==> src/rtl/blit_pkg.sv <==
package blit_pkg;

    localparam int coord_w = 16;
    localparam int colour_w = 16;
    localparam int addr_w = 32;
    localparam int data_w = 32;

    localparam int fb_width = 400;
    localparam int fb_height = 240;

    localparam int bytes_per_pixel = 2;

    typedef enum logic {
        src_colour,
        src_memory
    } colour_src_t;

    typedef struct packed {
        logic [addr_w-1:0]   sprite_base;
        logic [coord_w-1:0]  sprite_width; // Sheet row width in pixels
        logic [coord_w-1:0]  sprite_x;
        logic [coord_w-1:0]  sprite_y;
        logic [coord_w-1:0]  screen_x;
        logic [coord_w-1:0]  screen_y;
        logic [coord_w-1:0]  width;        // Screen rectangle size
        logic [coord_w-1:0]  height;
        logic [coord_w-1:0]  scale_x;      // Zero gives an empty command
        logic [coord_w-1:0]  scale_y;
        logic                mirror_x;
        logic                mirror_y;
        colour_src_t         colour_src;
        logic [colour_w-1:0] colour;
    } draw_cmd_t;

    typedef struct packed {
        logic [addr_w-1:0]  base;
        logic [coord_w-1:0] row_width;
    } image_t;

    typedef struct packed {
        logic [coord_w-1:0] src_x;
        logic [coord_w-1:0] src_y;
        logic [coord_w-1:0] x;
        logic [coord_w-1:0] y;
    } src_pix_t;

    typedef struct packed {
        logic [addr_w-1:0]  addr; // Byte address of the pixel
        logic [coord_w-1:0] x;
        logic [coord_w-1:0] y;
    } fetch_req_t;

    typedef struct packed {
        logic [coord_w-1:0]  x;
        logic [coord_w-1:0]  y;
        logic [colour_w-1:0] colour;
    } pixel_t;

endpackage

==> src/rtl/blit_addr.sv <==
`timescale 1ns/1ps

module blit_addr import blit_pkg::*; (
    input  logic       clk,
    input  logic       rst,
    input  image_t     image,
    input  src_pix_t   in_pix,
    input  logic       in_valid,
    output logic       in_ready,
    output fetch_req_t out_req,
    output logic       out_valid,
    input  logic       out_ready,
    output logic       idle
);

    logic [addr_w-1:0] pix_index;
    logic [addr_w-1:0] byte_addr;
    logic              take;

    // Row major index into the sprite sheet
    assign pix_index = addr_w'(in_pix.src_y) * addr_w'(image.row_width) +
                       addr_w'(in_pix.src_x);
    assign byte_addr = image.base + pix_index * addr_w'(bytes_per_pixel);

    assign in_ready = !out_valid || out_ready;
    assign take = in_valid && in_ready;
    assign idle = !out_valid;

    always_ff @(posedge clk) begin
        if (rst) begin
            out_valid <= 1'b0;
        end else if (take) begin
            out_valid <= 1'b1;
        end else if (out_ready) begin
            out_valid <= 1'b0;
        end
    end

    always_ff @(posedge clk) begin
        if (take) begin
            out_req.addr <= byte_addr;
            out_req.x <= in_pix.x;
            out_req.y <= in_pix.y;
        end
    end

endmodule

==> src/rtl/blit_fb_write.sv <==
`timescale 1ns/1ps

module blit_fb_write import blit_pkg::*; (
    input  logic                clk,
    input  logic                rst,
    input  pixel_t              fill_pix,
    input  logic                fill_valid,
    output logic                fill_ready,
    input  pixel_t              mem_pix,
    input  logic                mem_valid,
    output logic                mem_ready,
    output logic [coord_w-1:0]  fb_x,
    output logic [coord_w-1:0]  fb_y,
    output logic [colour_w-1:0] fb_colour,
    output logic                fb_write,
    output logic                idle
);

    logic   ready_q;
    logic   take;
    pixel_t sel_pix;

    assign fill_ready = ready_q;
    assign mem_ready = ready_q && !fill_valid; // Fill wins a tie
    assign take = ready_q && (fill_valid || mem_valid);
    assign sel_pix = fill_valid ? fill_pix : mem_pix;
    assign idle = ready_q && !fb_write;

    always_ff @(posedge clk) begin
        if (rst) begin
            ready_q <= 1'b0;
            fb_write <= 1'b0;
        end else begin
            ready_q <= 1'b1;
            fb_write <= take;
        end
    end

    always_ff @(posedge clk) begin
        if (take) begin
            fb_x <= sel_pix.x;
            fb_y <= sel_pix.y;
            fb_colour <= sel_pix.colour;
        end
    end

endmodule

==> src/rtl/blit_fetch.sv <==
`timescale 1ns/1ps

module blit_fetch import blit_pkg::*; (
    input  logic              clk,
    input  logic              rst,
    input  fetch_req_t        in_req,
    input  logic              in_valid,
    output logic              in_ready,
    output logic [addr_w-1:0] m_axil_araddr,
    output logic              m_axil_arvalid,
    input  logic              m_axil_arready,
    input  logic [data_w-1:0] m_axil_rdata,
    input  logic              m_axil_rvalid,
    output logic              m_axil_rready,
    output pixel_t            out_pix,
    output logic              out_valid,
    input  logic              out_ready,
    output logic              idle
);

    typedef enum logic [1:0] {
        st_idle,
        st_addr,
        st_data,
        st_out
    } state_t;

    state_t            state;
    fetch_req_t        req_q;
    logic              cache_valid;
    logic [addr_w-3:0] cache_tag; // Word address of the cached word
    logic [data_w-1:0] cache_data;
    logic              hit;

    function automatic logic [colour_w-1:0] half_sel(input logic [data_w-1:0] word,
                                                     input logic              high);
        return high ? word[data_w-1 -: colour_w] : word[colour_w-1:0];
    endfunction

    assign in_ready = state == st_idle;
    assign idle = state == st_idle;
    assign hit = cache_valid && (cache_tag == in_req.addr[addr_w-1:2]);

    always_ff @(posedge clk) begin
        if (rst) begin
            state <= st_idle;
            cache_valid <= 1'b0;
            m_axil_arvalid <= 1'b0;
            m_axil_rready <= 1'b0;
            out_valid <= 1'b0;
        end else begin
            case (state)
                st_idle: begin
                    if (in_valid) begin
                        if (hit) begin
                            out_valid <= 1'b1;
                            state <= st_out;
                        end else begin
                            m_axil_arvalid <= 1'b1;
                            state <= st_addr;
                        end
                    end
                end
                st_addr: begin
                    if (m_axil_arready) begin
                        m_axil_arvalid <= 1'b0;
                        m_axil_rready <= 1'b1;
                        state <= st_data;
                    end
                end
                st_data: begin
                    if (m_axil_rvalid) begin
                        m_axil_rready <= 1'b0;
                        cache_valid <= 1'b1; // Refill completes with the data beat
                        out_valid <= 1'b1;
                        state <= st_out;
                    end
                end
                default: begin
                    if (out_ready) begin
                        out_valid <= 1'b0;
                        state <= st_idle;
                    end
                end
            endcase
        end
    end

    always_ff @(posedge clk) begin
        if (state == st_idle && in_valid) begin
            req_q <= in_req;
            m_axil_araddr <= {in_req.addr[addr_w-1:2], 2'b00};
            out_pix.x <= in_req.x;
            out_pix.y <= in_req.y;
            out_pix.colour <= half_sel(cache_data, in_req.addr[1]);
        end
        if (state == st_data && m_axil_rvalid) begin
            cache_tag <= req_q.addr[addr_w-1:2];
            cache_data <= m_axil_rdata;
            out_pix.colour <= half_sel(m_axil_rdata, req_q.addr[1]);
        end
    end

endmodule

==> src/rtl/blit_raster.sv <==
`timescale 1ns/1ps

module blit_raster import blit_pkg::*; (
    input  logic      clk,
    input  logic      rst,
    input  draw_cmd_t cmd,
    input  logic      cmd_valid,
    output logic      cmd_ready,
    input  logic      pipe_idle,
    output image_t    image,
    output src_pix_t  mem_pix,
    output logic      mem_valid,
    input  logic      mem_ready,
    output pixel_t    fill_pix,
    output logic      fill_valid,
    input  logic      fill_ready
);

    draw_cmd_t          cmd_q;
    logic               active;
    logic [coord_w-1:0] pos_x;
    logic [coord_w-1:0] pos_y;
    logic [coord_w-1:0] sub_x; // Repeat counters for upscaling
    logic [coord_w-1:0] sub_y;
    logic [coord_w-1:0] src_x;
    logic [coord_w-1:0] src_y;
    logic [coord_w-1:0] scr_x;
    logic [coord_w-1:0] scr_y;
    logic               on_screen;
    logic               is_mem;
    logic               cmd_fire;
    logic               step;
    logic               last_x;
    logic               last_y;

    assign cmd_ready = !active && pipe_idle;
    assign cmd_fire = cmd_valid && cmd_ready;

    always_comb begin
        if (cmd_q.mirror_x)
            scr_x = cmd_q.screen_x + cmd_q.width - coord_w'(1) - pos_x;
        else
            scr_x = cmd_q.screen_x + pos_x;
        if (cmd_q.mirror_y)
            scr_y = cmd_q.screen_y + cmd_q.height - coord_w'(1) - pos_y;
        else
            scr_y = cmd_q.screen_y + pos_y;
    end

    assign on_screen = (scr_x < coord_w'(fb_width)) && (scr_y < coord_w'(fb_height));
    assign is_mem = cmd_q.colour_src == src_memory;
    assign last_x = pos_x == cmd_q.width - coord_w'(1);
    assign last_y = pos_y == cmd_q.height - coord_w'(1);

    // Off-screen positions pass without a handshake
    assign step = active && (!on_screen || (is_mem ? mem_ready : fill_ready));

    assign mem_valid = active && on_screen && is_mem;
    assign fill_valid = active && on_screen && !is_mem;
    assign mem_pix = '{src_x: src_x, src_y: src_y, x: scr_x, y: scr_y};
    assign fill_pix = '{x: scr_x, y: scr_y, colour: cmd_q.colour};
    assign image = '{base: cmd_q.sprite_base, row_width: cmd_q.sprite_width};

    always_ff @(posedge clk) begin
        if (rst) begin
            active <= 1'b0;
        end else if (cmd_fire) begin
            active <= (cmd.width != '0) && (cmd.height != '0) &&
                      (cmd.scale_x != '0) && (cmd.scale_y != '0);
        end else if (step && last_x && last_y) begin
            active <= 1'b0;
        end
    end

    always_ff @(posedge clk) begin
        if (cmd_fire) begin
            cmd_q <= cmd;
            pos_x <= '0;
            pos_y <= '0;
            sub_x <= '0;
            sub_y <= '0;
            src_x <= cmd.sprite_x;
            src_y <= cmd.sprite_y;
        end else if (step) begin
            if (last_x) begin
                pos_x <= '0;
                sub_x <= '0;
                src_x <= cmd_q.sprite_x;
                pos_y <= pos_y + coord_w'(1);
                if (sub_y == cmd_q.scale_y - coord_w'(1)) begin
                    sub_y <= '0;
                    src_y <= src_y + coord_w'(1);
                end else begin
                    sub_y <= sub_y + coord_w'(1);
                end
            end else begin
                pos_x <= pos_x + coord_w'(1);
                if (sub_x == cmd_q.scale_x - coord_w'(1)) begin
                    sub_x <= '0;
                    src_x <= src_x + coord_w'(1);
                end else begin
                    sub_x <= sub_x + coord_w'(1);
                end
            end
        end
    end

endmodule

==> src/rtl/blit_stream_buf.sv <==
`timescale 1ns/1ps

module blit_stream_buf #(
    parameter type payload_t = logic
) (
    input  logic     clk,
    input  logic     rst,
    input  payload_t in_data,
    input  logic     in_valid,
    output logic     in_ready,
    output payload_t out_data,
    output logic     out_valid,
    input  logic     out_ready,
    output logic     idle
);

    payload_t   mem [2];
    logic       wr_ptr;
    logic       rd_ptr;
    logic [1:0] count;
    logic       push;
    logic       pop;

    assign in_ready = count != 2'd2; // Drops only with both entries full
    assign out_valid = count != 2'd0;
    assign out_data = mem[rd_ptr];
    assign idle = count == 2'd0;

    assign push = in_valid && in_ready;
    assign pop = out_valid && out_ready;

    always_ff @(posedge clk) begin
        if (rst) begin
            wr_ptr <= 1'b0;
            rd_ptr <= 1'b0;
            count <= 2'd0;
        end else begin
            if (push)
                wr_ptr <= !wr_ptr;
            if (pop)
                rd_ptr <= !rd_ptr;
            if (push && !pop)
                count <= count + 2'd1;
            else if (pop && !push)
                count <= count - 2'd1;
        end
    end

    always_ff @(posedge clk) begin
        if (push)
            mem[wr_ptr] <= in_data;
    end

endmodule

==> src/rtl/blit_top.sv <==
`timescale 1ns/1ps

module blit_top import blit_pkg::*; (
    input  logic                clk,
    input  logic                rst,
    input  draw_cmd_t           cmd,
    input  logic                cmd_valid,
    output logic                cmd_ready,
    output logic [addr_w-1:0]   m_axil_araddr,
    output logic                m_axil_arvalid,
    input  logic                m_axil_arready,
    input  logic [data_w-1:0]   m_axil_rdata,
    input  logic                m_axil_rvalid,
    output logic                m_axil_rready,
    output logic [coord_w-1:0]  fb_x,
    output logic [coord_w-1:0]  fb_y,
    output logic [colour_w-1:0] fb_colour,
    output logic                fb_write
);

    image_t     image;
    src_pix_t   rs_pix, ab_pix;
    logic       rs_valid, rs_ready, ab_valid, ab_ready;
    fetch_req_t ad_req, fb_req;
    logic       ad_valid, ad_ready, fq_valid, fq_ready;
    pixel_t     fe_pix, fill_pix;
    logic       fe_valid, fe_ready, fill_valid, fill_ready;
    logic       buf0_idle, addr_idle, buf1_idle, fetch_idle, wr_idle;
    logic       pipe_idle;

    assign pipe_idle = buf0_idle && addr_idle && buf1_idle && fetch_idle && wr_idle;

    blit_raster i_raster (
        .clk, .rst, .cmd, .cmd_valid, .cmd_ready, .pipe_idle, .image,
        .mem_pix(rs_pix), .mem_valid(rs_valid), .mem_ready(rs_ready),
        .fill_pix, .fill_valid, .fill_ready
    );

    blit_stream_buf #(.payload_t(src_pix_t)) i_pix_buf (
        .clk, .rst, .in_data(rs_pix), .in_valid(rs_valid), .in_ready(rs_ready),
        .out_data(ab_pix), .out_valid(ab_valid), .out_ready(ab_ready), .idle(buf0_idle)
    );

    blit_addr i_addr (
        .clk, .rst, .image, .in_pix(ab_pix), .in_valid(ab_valid), .in_ready(ab_ready),
        .out_req(ad_req), .out_valid(ad_valid), .out_ready(ad_ready), .idle(addr_idle)
    );

    blit_stream_buf #(.payload_t(fetch_req_t)) i_req_buf (
        .clk, .rst, .in_data(ad_req), .in_valid(ad_valid), .in_ready(ad_ready),
        .out_data(fb_req), .out_valid(fq_valid), .out_ready(fq_ready), .idle(buf1_idle)
    );

    blit_fetch i_fetch (
        .clk, .rst, .in_req(fb_req), .in_valid(fq_valid), .in_ready(fq_ready),
        .m_axil_araddr, .m_axil_arvalid, .m_axil_arready,
        .m_axil_rdata, .m_axil_rvalid, .m_axil_rready,
        .out_pix(fe_pix), .out_valid(fe_valid), .out_ready(fe_ready), .idle(fetch_idle)
    );

    blit_fb_write i_fb_write (
        .clk, .rst, .fill_pix, .fill_valid, .fill_ready,
        .mem_pix(fe_pix), .mem_valid(fe_valid), .mem_ready(fe_ready),
        .fb_x, .fb_y, .fb_colour, .fb_write, .idle(wr_idle)
    );

endmodule

==> config.mk <==
export PLATFORM = sky130hd
export DESIGN_NAME = blit_top
export DESIGN_NICKNAME = d
export VERILOG_FILES = /design/src/rtl/blit_pkg.sv /design/src/rtl/blit_addr.sv /design/src/rtl/blit_fb_write.sv /design/src/rtl/blit_fetch.sv /design/src/rtl/blit_raster.sv /design/src/rtl/blit_stream_buf.sv /design/src/rtl/blit_top.sv
export SDC_FILE = /design/constraint.sdc
export NUM_CORES = 2
export LEC_CHECK = 0
export CAP_MARGIN = 20
export CORE_UTILIZATION = 39
export DETAILED_ROUTE_END_ITERATION = 16
export DONT_BUFFER_PORTS = 1
export PLACE_DENSITY_LB_ADDON = 0.08
export SLEW_MARGIN = 40
export SYNTH_ARGS = -nofsm -noshare
export SYNTH_HDL_FRONTEND = slang
export SYNTH_HIERARCHICAL = 1
export SYNTH_SLANG_ARGS = --single-unit
==> constraint.sdc <==
create_clock -name clk -period 17.7 [get_ports clk]
set_clock_uncertainty 0.15 [all_clocks]
set_input_delay 1.77 -clock clk [delete_from_list [all_inputs] [get_ports clk]]
set_output_delay 1.77 -clock clk [all_outputs]
set_load 0.02 [all_outputs]
* After elaboration in Yosys (flattened, before gate mapping)
Memories as Yosys holds them, arrays and structs flattened. A register that Yosys moved wholly into a read port is not among the register bits.
Index checks and enable logic that the tools add are counted.
** Storage, ports and cells
- Register bits :: 577
- RAM bits :: 256
- Bits of input ports :: 232
- Output and inout port bits :: 84
- Logic and storage cells :: 222
- Memories kept :: 2
** Cells by class
- $add $sub $neg :: 24
- $mul :: 1
- Magnitude comparators :: 2
- Equal/unequal tests :: 14
- Multiplexer cells :: 55
- Bitwise gates (word level) :: 1
- Reduce and logical (&&, ||, !) cells :: 76
** Memory list
- i_pix_buf.mem :: words 2, width 64, read ports 1, clocked after memory_dff 1, wr ports 1, line blit_stream_buf.sv:17 : payload_t mem [2];
- i_req_buf.mem :: words 2, width 64, read ports 1, clocked after memory_dff 1, wr ports 1, line blit_stream_buf.sv:17
** Operator list (number)
- $mux W16 :: 18
- $add A16 B1 Y16 const B :: 6
- $sub A16 B1 Y16 const B :: 6
- $add A16 B16 Y16 :: 4
- $eq A16 B16 Y1 :: 4
- $reduce_bool A16 Y1 :: 4
- $mux W48 :: 1
- $add A32 B32 Y32 :: 1
- $sub A16 B16 Y16 :: 2
- $add A31 B16 Y31 :: 1
- $mul A16 B16 Y31 :: 1
- $eq A30 B30 Y1 :: 1
- $logic_and A1 B1 Y1 :: 29
- $reduce_bool A2 Y1 :: 12
- $mux W1 :: 23
- $mux W2 :: 9
- $lt A16 B8 Y1 const B :: 1
- $lt A16 B9 Y1 const B :: 1
- $logic_not A1 Y1 :: 14
- $ne A2 B2 Y1 const B :: 5
- $reduce_and A4 Y1 :: 2
- $logic_not A2 Y1 :: 3
- $pmux W2 S3 :: 1
- $reduce_and A2 Y1 :: 3
- other kinds (13) :: 21

* Depth between registers and ports, before layout
- Word-level depth :: 13
- Depth in mapped cells :: 34

* Modules after synthesis
The synthesis kept the hierarchy.
** By module, submodules not included
- blit_raster :: instances 1, cells an instance 1781, area each 17654.4 µm², seq. area each 7637.3 µm²
- blit_addr :: instances 1, cells an instance 1329, area each 12448.2 µm², seq. area each 1941.9 µm²
- blit_stream_buf :: instances 2, cells an instance 224, area each 4840.9 µm², seq. area each 3943.8 µm²
- blit_fetch :: instances 1, cells an instance 339, area each 5711.7 µm², seq. area each 4354.2 µm²
- blit_fb_write :: instances 1, cells an instance 109, area each 2133.3 µm², seq. area each 1481.4 µm²
- blit_top :: instances 1, cells an instance 3, area each 12.5 µm², seq. area each 0.0 µm²

* Least setup slack after synthesis
No wires, ideal clock.
- Path type :: input port to flip-flop
- Start point :: input port cmd_valid
- End point :: register i_raster/cmd_q[100] in the netlist's numbering, enable pin
- Data arrival time :: 7391 ps
- Required time :: 16937 ps
- Setup slack :: 9546 ps
- Stages :: 4
- Path buffers :: 2
- Cells stage by stage :: nand2_1 -> clkinv_1 -> clkbuf_1 -> clkbuf_1
** On the way
- Longest elaborated chain between the ends :: 1
** Ends and longest elaborated chain
- start: declaration :: line blit_top.sv:7 : input logic cmd_valid,
- $logic_and A1 B1 Y1 :: line blit_raster.sv:37 : assign cmd_fire = cmd_valid && cmd_ready;
- via i_raster.cmd_fire :: line blit_raster.sv:31 : logic cmd_fire;
- end signal: assignment :: line blit_raster.sv:77 : cmd_q <= cmd;
- end: declaration :: line blit_raster.sv:19 : draw_cmd_t cmd_q;
The timed path passes the listed nets, and every way through them passes these cells.
A chain may end at the register's enable or synchronous reset.

==> impl_metrics.toml <==
[run_status]
status = "complete, no violations"

[worst_setup_path]
crit_arrival_ns = 9.33
path_depth = 29
path_buf_inv = 6
end_kind = "register"
path_common_cell = "fa_1"
r2r_end = "i_addr/out_req[63]$_DFFE_PP_"
required_ns = 17.98
cp-endpoint = "i_addr/out_req[63]$_DFFE_PP_"
cp_top_family = "adder cells"
cp_max_fo = 27
r2r_cells = 29
regToRegSetupSlack_ns = 8.65
critical-path-max-stage-delay_ns = 0.59
crit_path_start_kind = "register"
cp_slowest_cell = "mux2_2"
crit_type = "register to register"

[clocking]
cts_sinks = 800
clock_latency_ns = 0.71
cts_buffer_depth = 3
cts_setup_buffers = 0
cts_tree = "yes"
clk_pin_slew_ns = 0.06
htreeDepth = 3
cts-buffers-inserted = 93
post_cts_hold_buffer_count = 0
cts_repair_resize_count = 0
cts-root-buf = "clkbuf_16"

[floorplanning]
rows = 127
die_h_um = 351
die_w_um = 351
dieArea_um2 = 123200
coreArea_um2 = 120300
start_util_pct = 39.49
io-pin-count = 316

[global_routing]
grt.total_usage_pct = 18.68
grt_pass1_wl_um = 174300
antenna_found_initial = 17
overflow = 0
first_global_vias = 28549
grt_start_max_net_pins = 97

[final_layout]
multi_input_area_um2 = 21120
drive_above_1_share_pct = 10.80
fin_nets = 4581
area_growth_pct = 8.378
nFillCells = 11326
seqCellArea_um2 = 23190

[min_path]
hold_path.startpoint = "i_addr/out_req[58]$_DFFE_PP_"
hold_path_class = "register to register"

[drt]
remaining_drc_errors = 0
drt-pass1-iter-count = 5
ant_nets = 0
vias = 28227
dr.first_iter.drc_count = 1508
viasPerCell = 5.051
finalWirelength_um = 114500
wl_per_cell_um = 20.48

[place]
gp_congestion = 0.8389
place_hpwl_um = 83210
io_buffers = 0

[timing]
hold_viol = 0
worst_slew_pin_slew_ns = 0.8494
setup_violations = 0
drv_slew = 0
fin_crit_ns = 9.048
fmax_mhz = 110.5
rsz0062_at_grt = "false"
setup_tns_ns = 0
finalCritPeriodShare_pct = 51.12
relSlewSlack_pct = 43.38

[logic_synthesis]
netlist_instances = 4003
netlist_area_um2 = 47500
syn_area_per_cell_um2 = 11.87
yosys_warnings = 6

[flow_run]
timing.max_cap.violations = 0
[flip-flops by register name (all words and copies together), names as in the netlist, 30 cells and up, named ones only]
register	cells
i_req_buf/mem	126
i_fetch/cache_data	32
i_raster/cmd_q	114
i_pix_buf/mem	128
i_addr/out_req	63
i_raster/image	47
i_fetch/out_pix	48
i_fetch/req_q	30
i_fetch/cache_tag	30
[metal layers]
layer | share of wire [%] | global-route usage (%) | vias up
met5 | 0.070 | 0 | -
met4 | 2.2 | 5.008 | 12
met3 | 5.5 | 3.770 | 158
met2 | 43 | 28.21 | 577
met1 | 49 | 27.15 | 13752
li1 | - | - | 13728
[worst min path at each step]
| stage | endpoint | slack, ns | cells after the start |
|---|---|---|---|
| after CTS | i_req_buf/mem[0][4]$_DFFE_PP_ | 0.29 | 0 |
| after global placement | i_req_buf/mem[1][7]$_DFFE_PP_ | 0.27 | 0 |
| after detailed placement | i_req_buf/mem[1][29]$_DFFE_PP_ | 0.28 | 0 |
| final | i_req_buf/mem[1][58]$_DFFE_PP_ | 0.29 | 0 |
| after floorplan | i_req_buf/mem[0][0]$_DFFE_PP_ | 0.27 | 0 |
| after global routing | i_req_buf/mem[0][20]$_DFFE_PP_ | 0.30 | 0 |
[through the flow]
stage / util, % / setup slack, ns / std cells / hold WS (ns) / instance area, um^2
finish: 42.80 / 8.652 / 5588 / 0.2877 / 51480
global route: 42.80 / 8.156 / 5588 / 0.3006 / 51480
CTS: 42.76 / 8.635 / 5585 / 0.2862 / 51440
detailed placement: 40.17 / 8.651 / 5411 / 0.2790 / 48320
global placement: 40.08 / 8.677 / 5407 / 0.2718 / 48220
floorplan: - / 9.574 / 4004 / 0.2715 / 47510
[cells in the final DEF, fill, tap and decap left out, types with 30 or more instances in the layout]
cell         n
a211oi_1    42
a21o_1      48
a21oi_1    151
and2_1     122
and3_1      40
clkbuf_16   93
dfxtp_1     82
edfxtp_1   716
fa_1       244
ha_1       210
inv_1      461
mux2_2     181
mux2i_1     41
nand2_1    318
nand3_1     81
nand4_1     40
nor2_1     146
nor3_1      38
nor4_1      32
o21ai_0    129
or3_1       30
xnor2_1    161
xor2_1      87
[worst register-to-register path, delay by kind of cell, from the launching register on]
family                     cells  cell delay, ns
muxes                          1            0.64
DFF                            1            0.31
AOI/OAI and AO/OA             11            2.21
buffers and inverters          6            0.69
adders and majority gates      8            3.87
and+or+nand+nor                2            0.73
xor gates and xnor gates       1            0.16
[area by class of cell]
type                    instances  share of cell area (%)
diodes                          2                0.009721
clock buffers                 116                   4.708
clock inverters                58                   1.344
inverters                     466                   3.412
multi-input cells            2506                   41.02
flip-flops and latches        800                   45.04
well taps                    1612                   3.918
repair buffers                 28                  0.5541
Power is not shown: default switching activity piles up to over one toggle a cycle in this logic, so the estimate is an artifact.
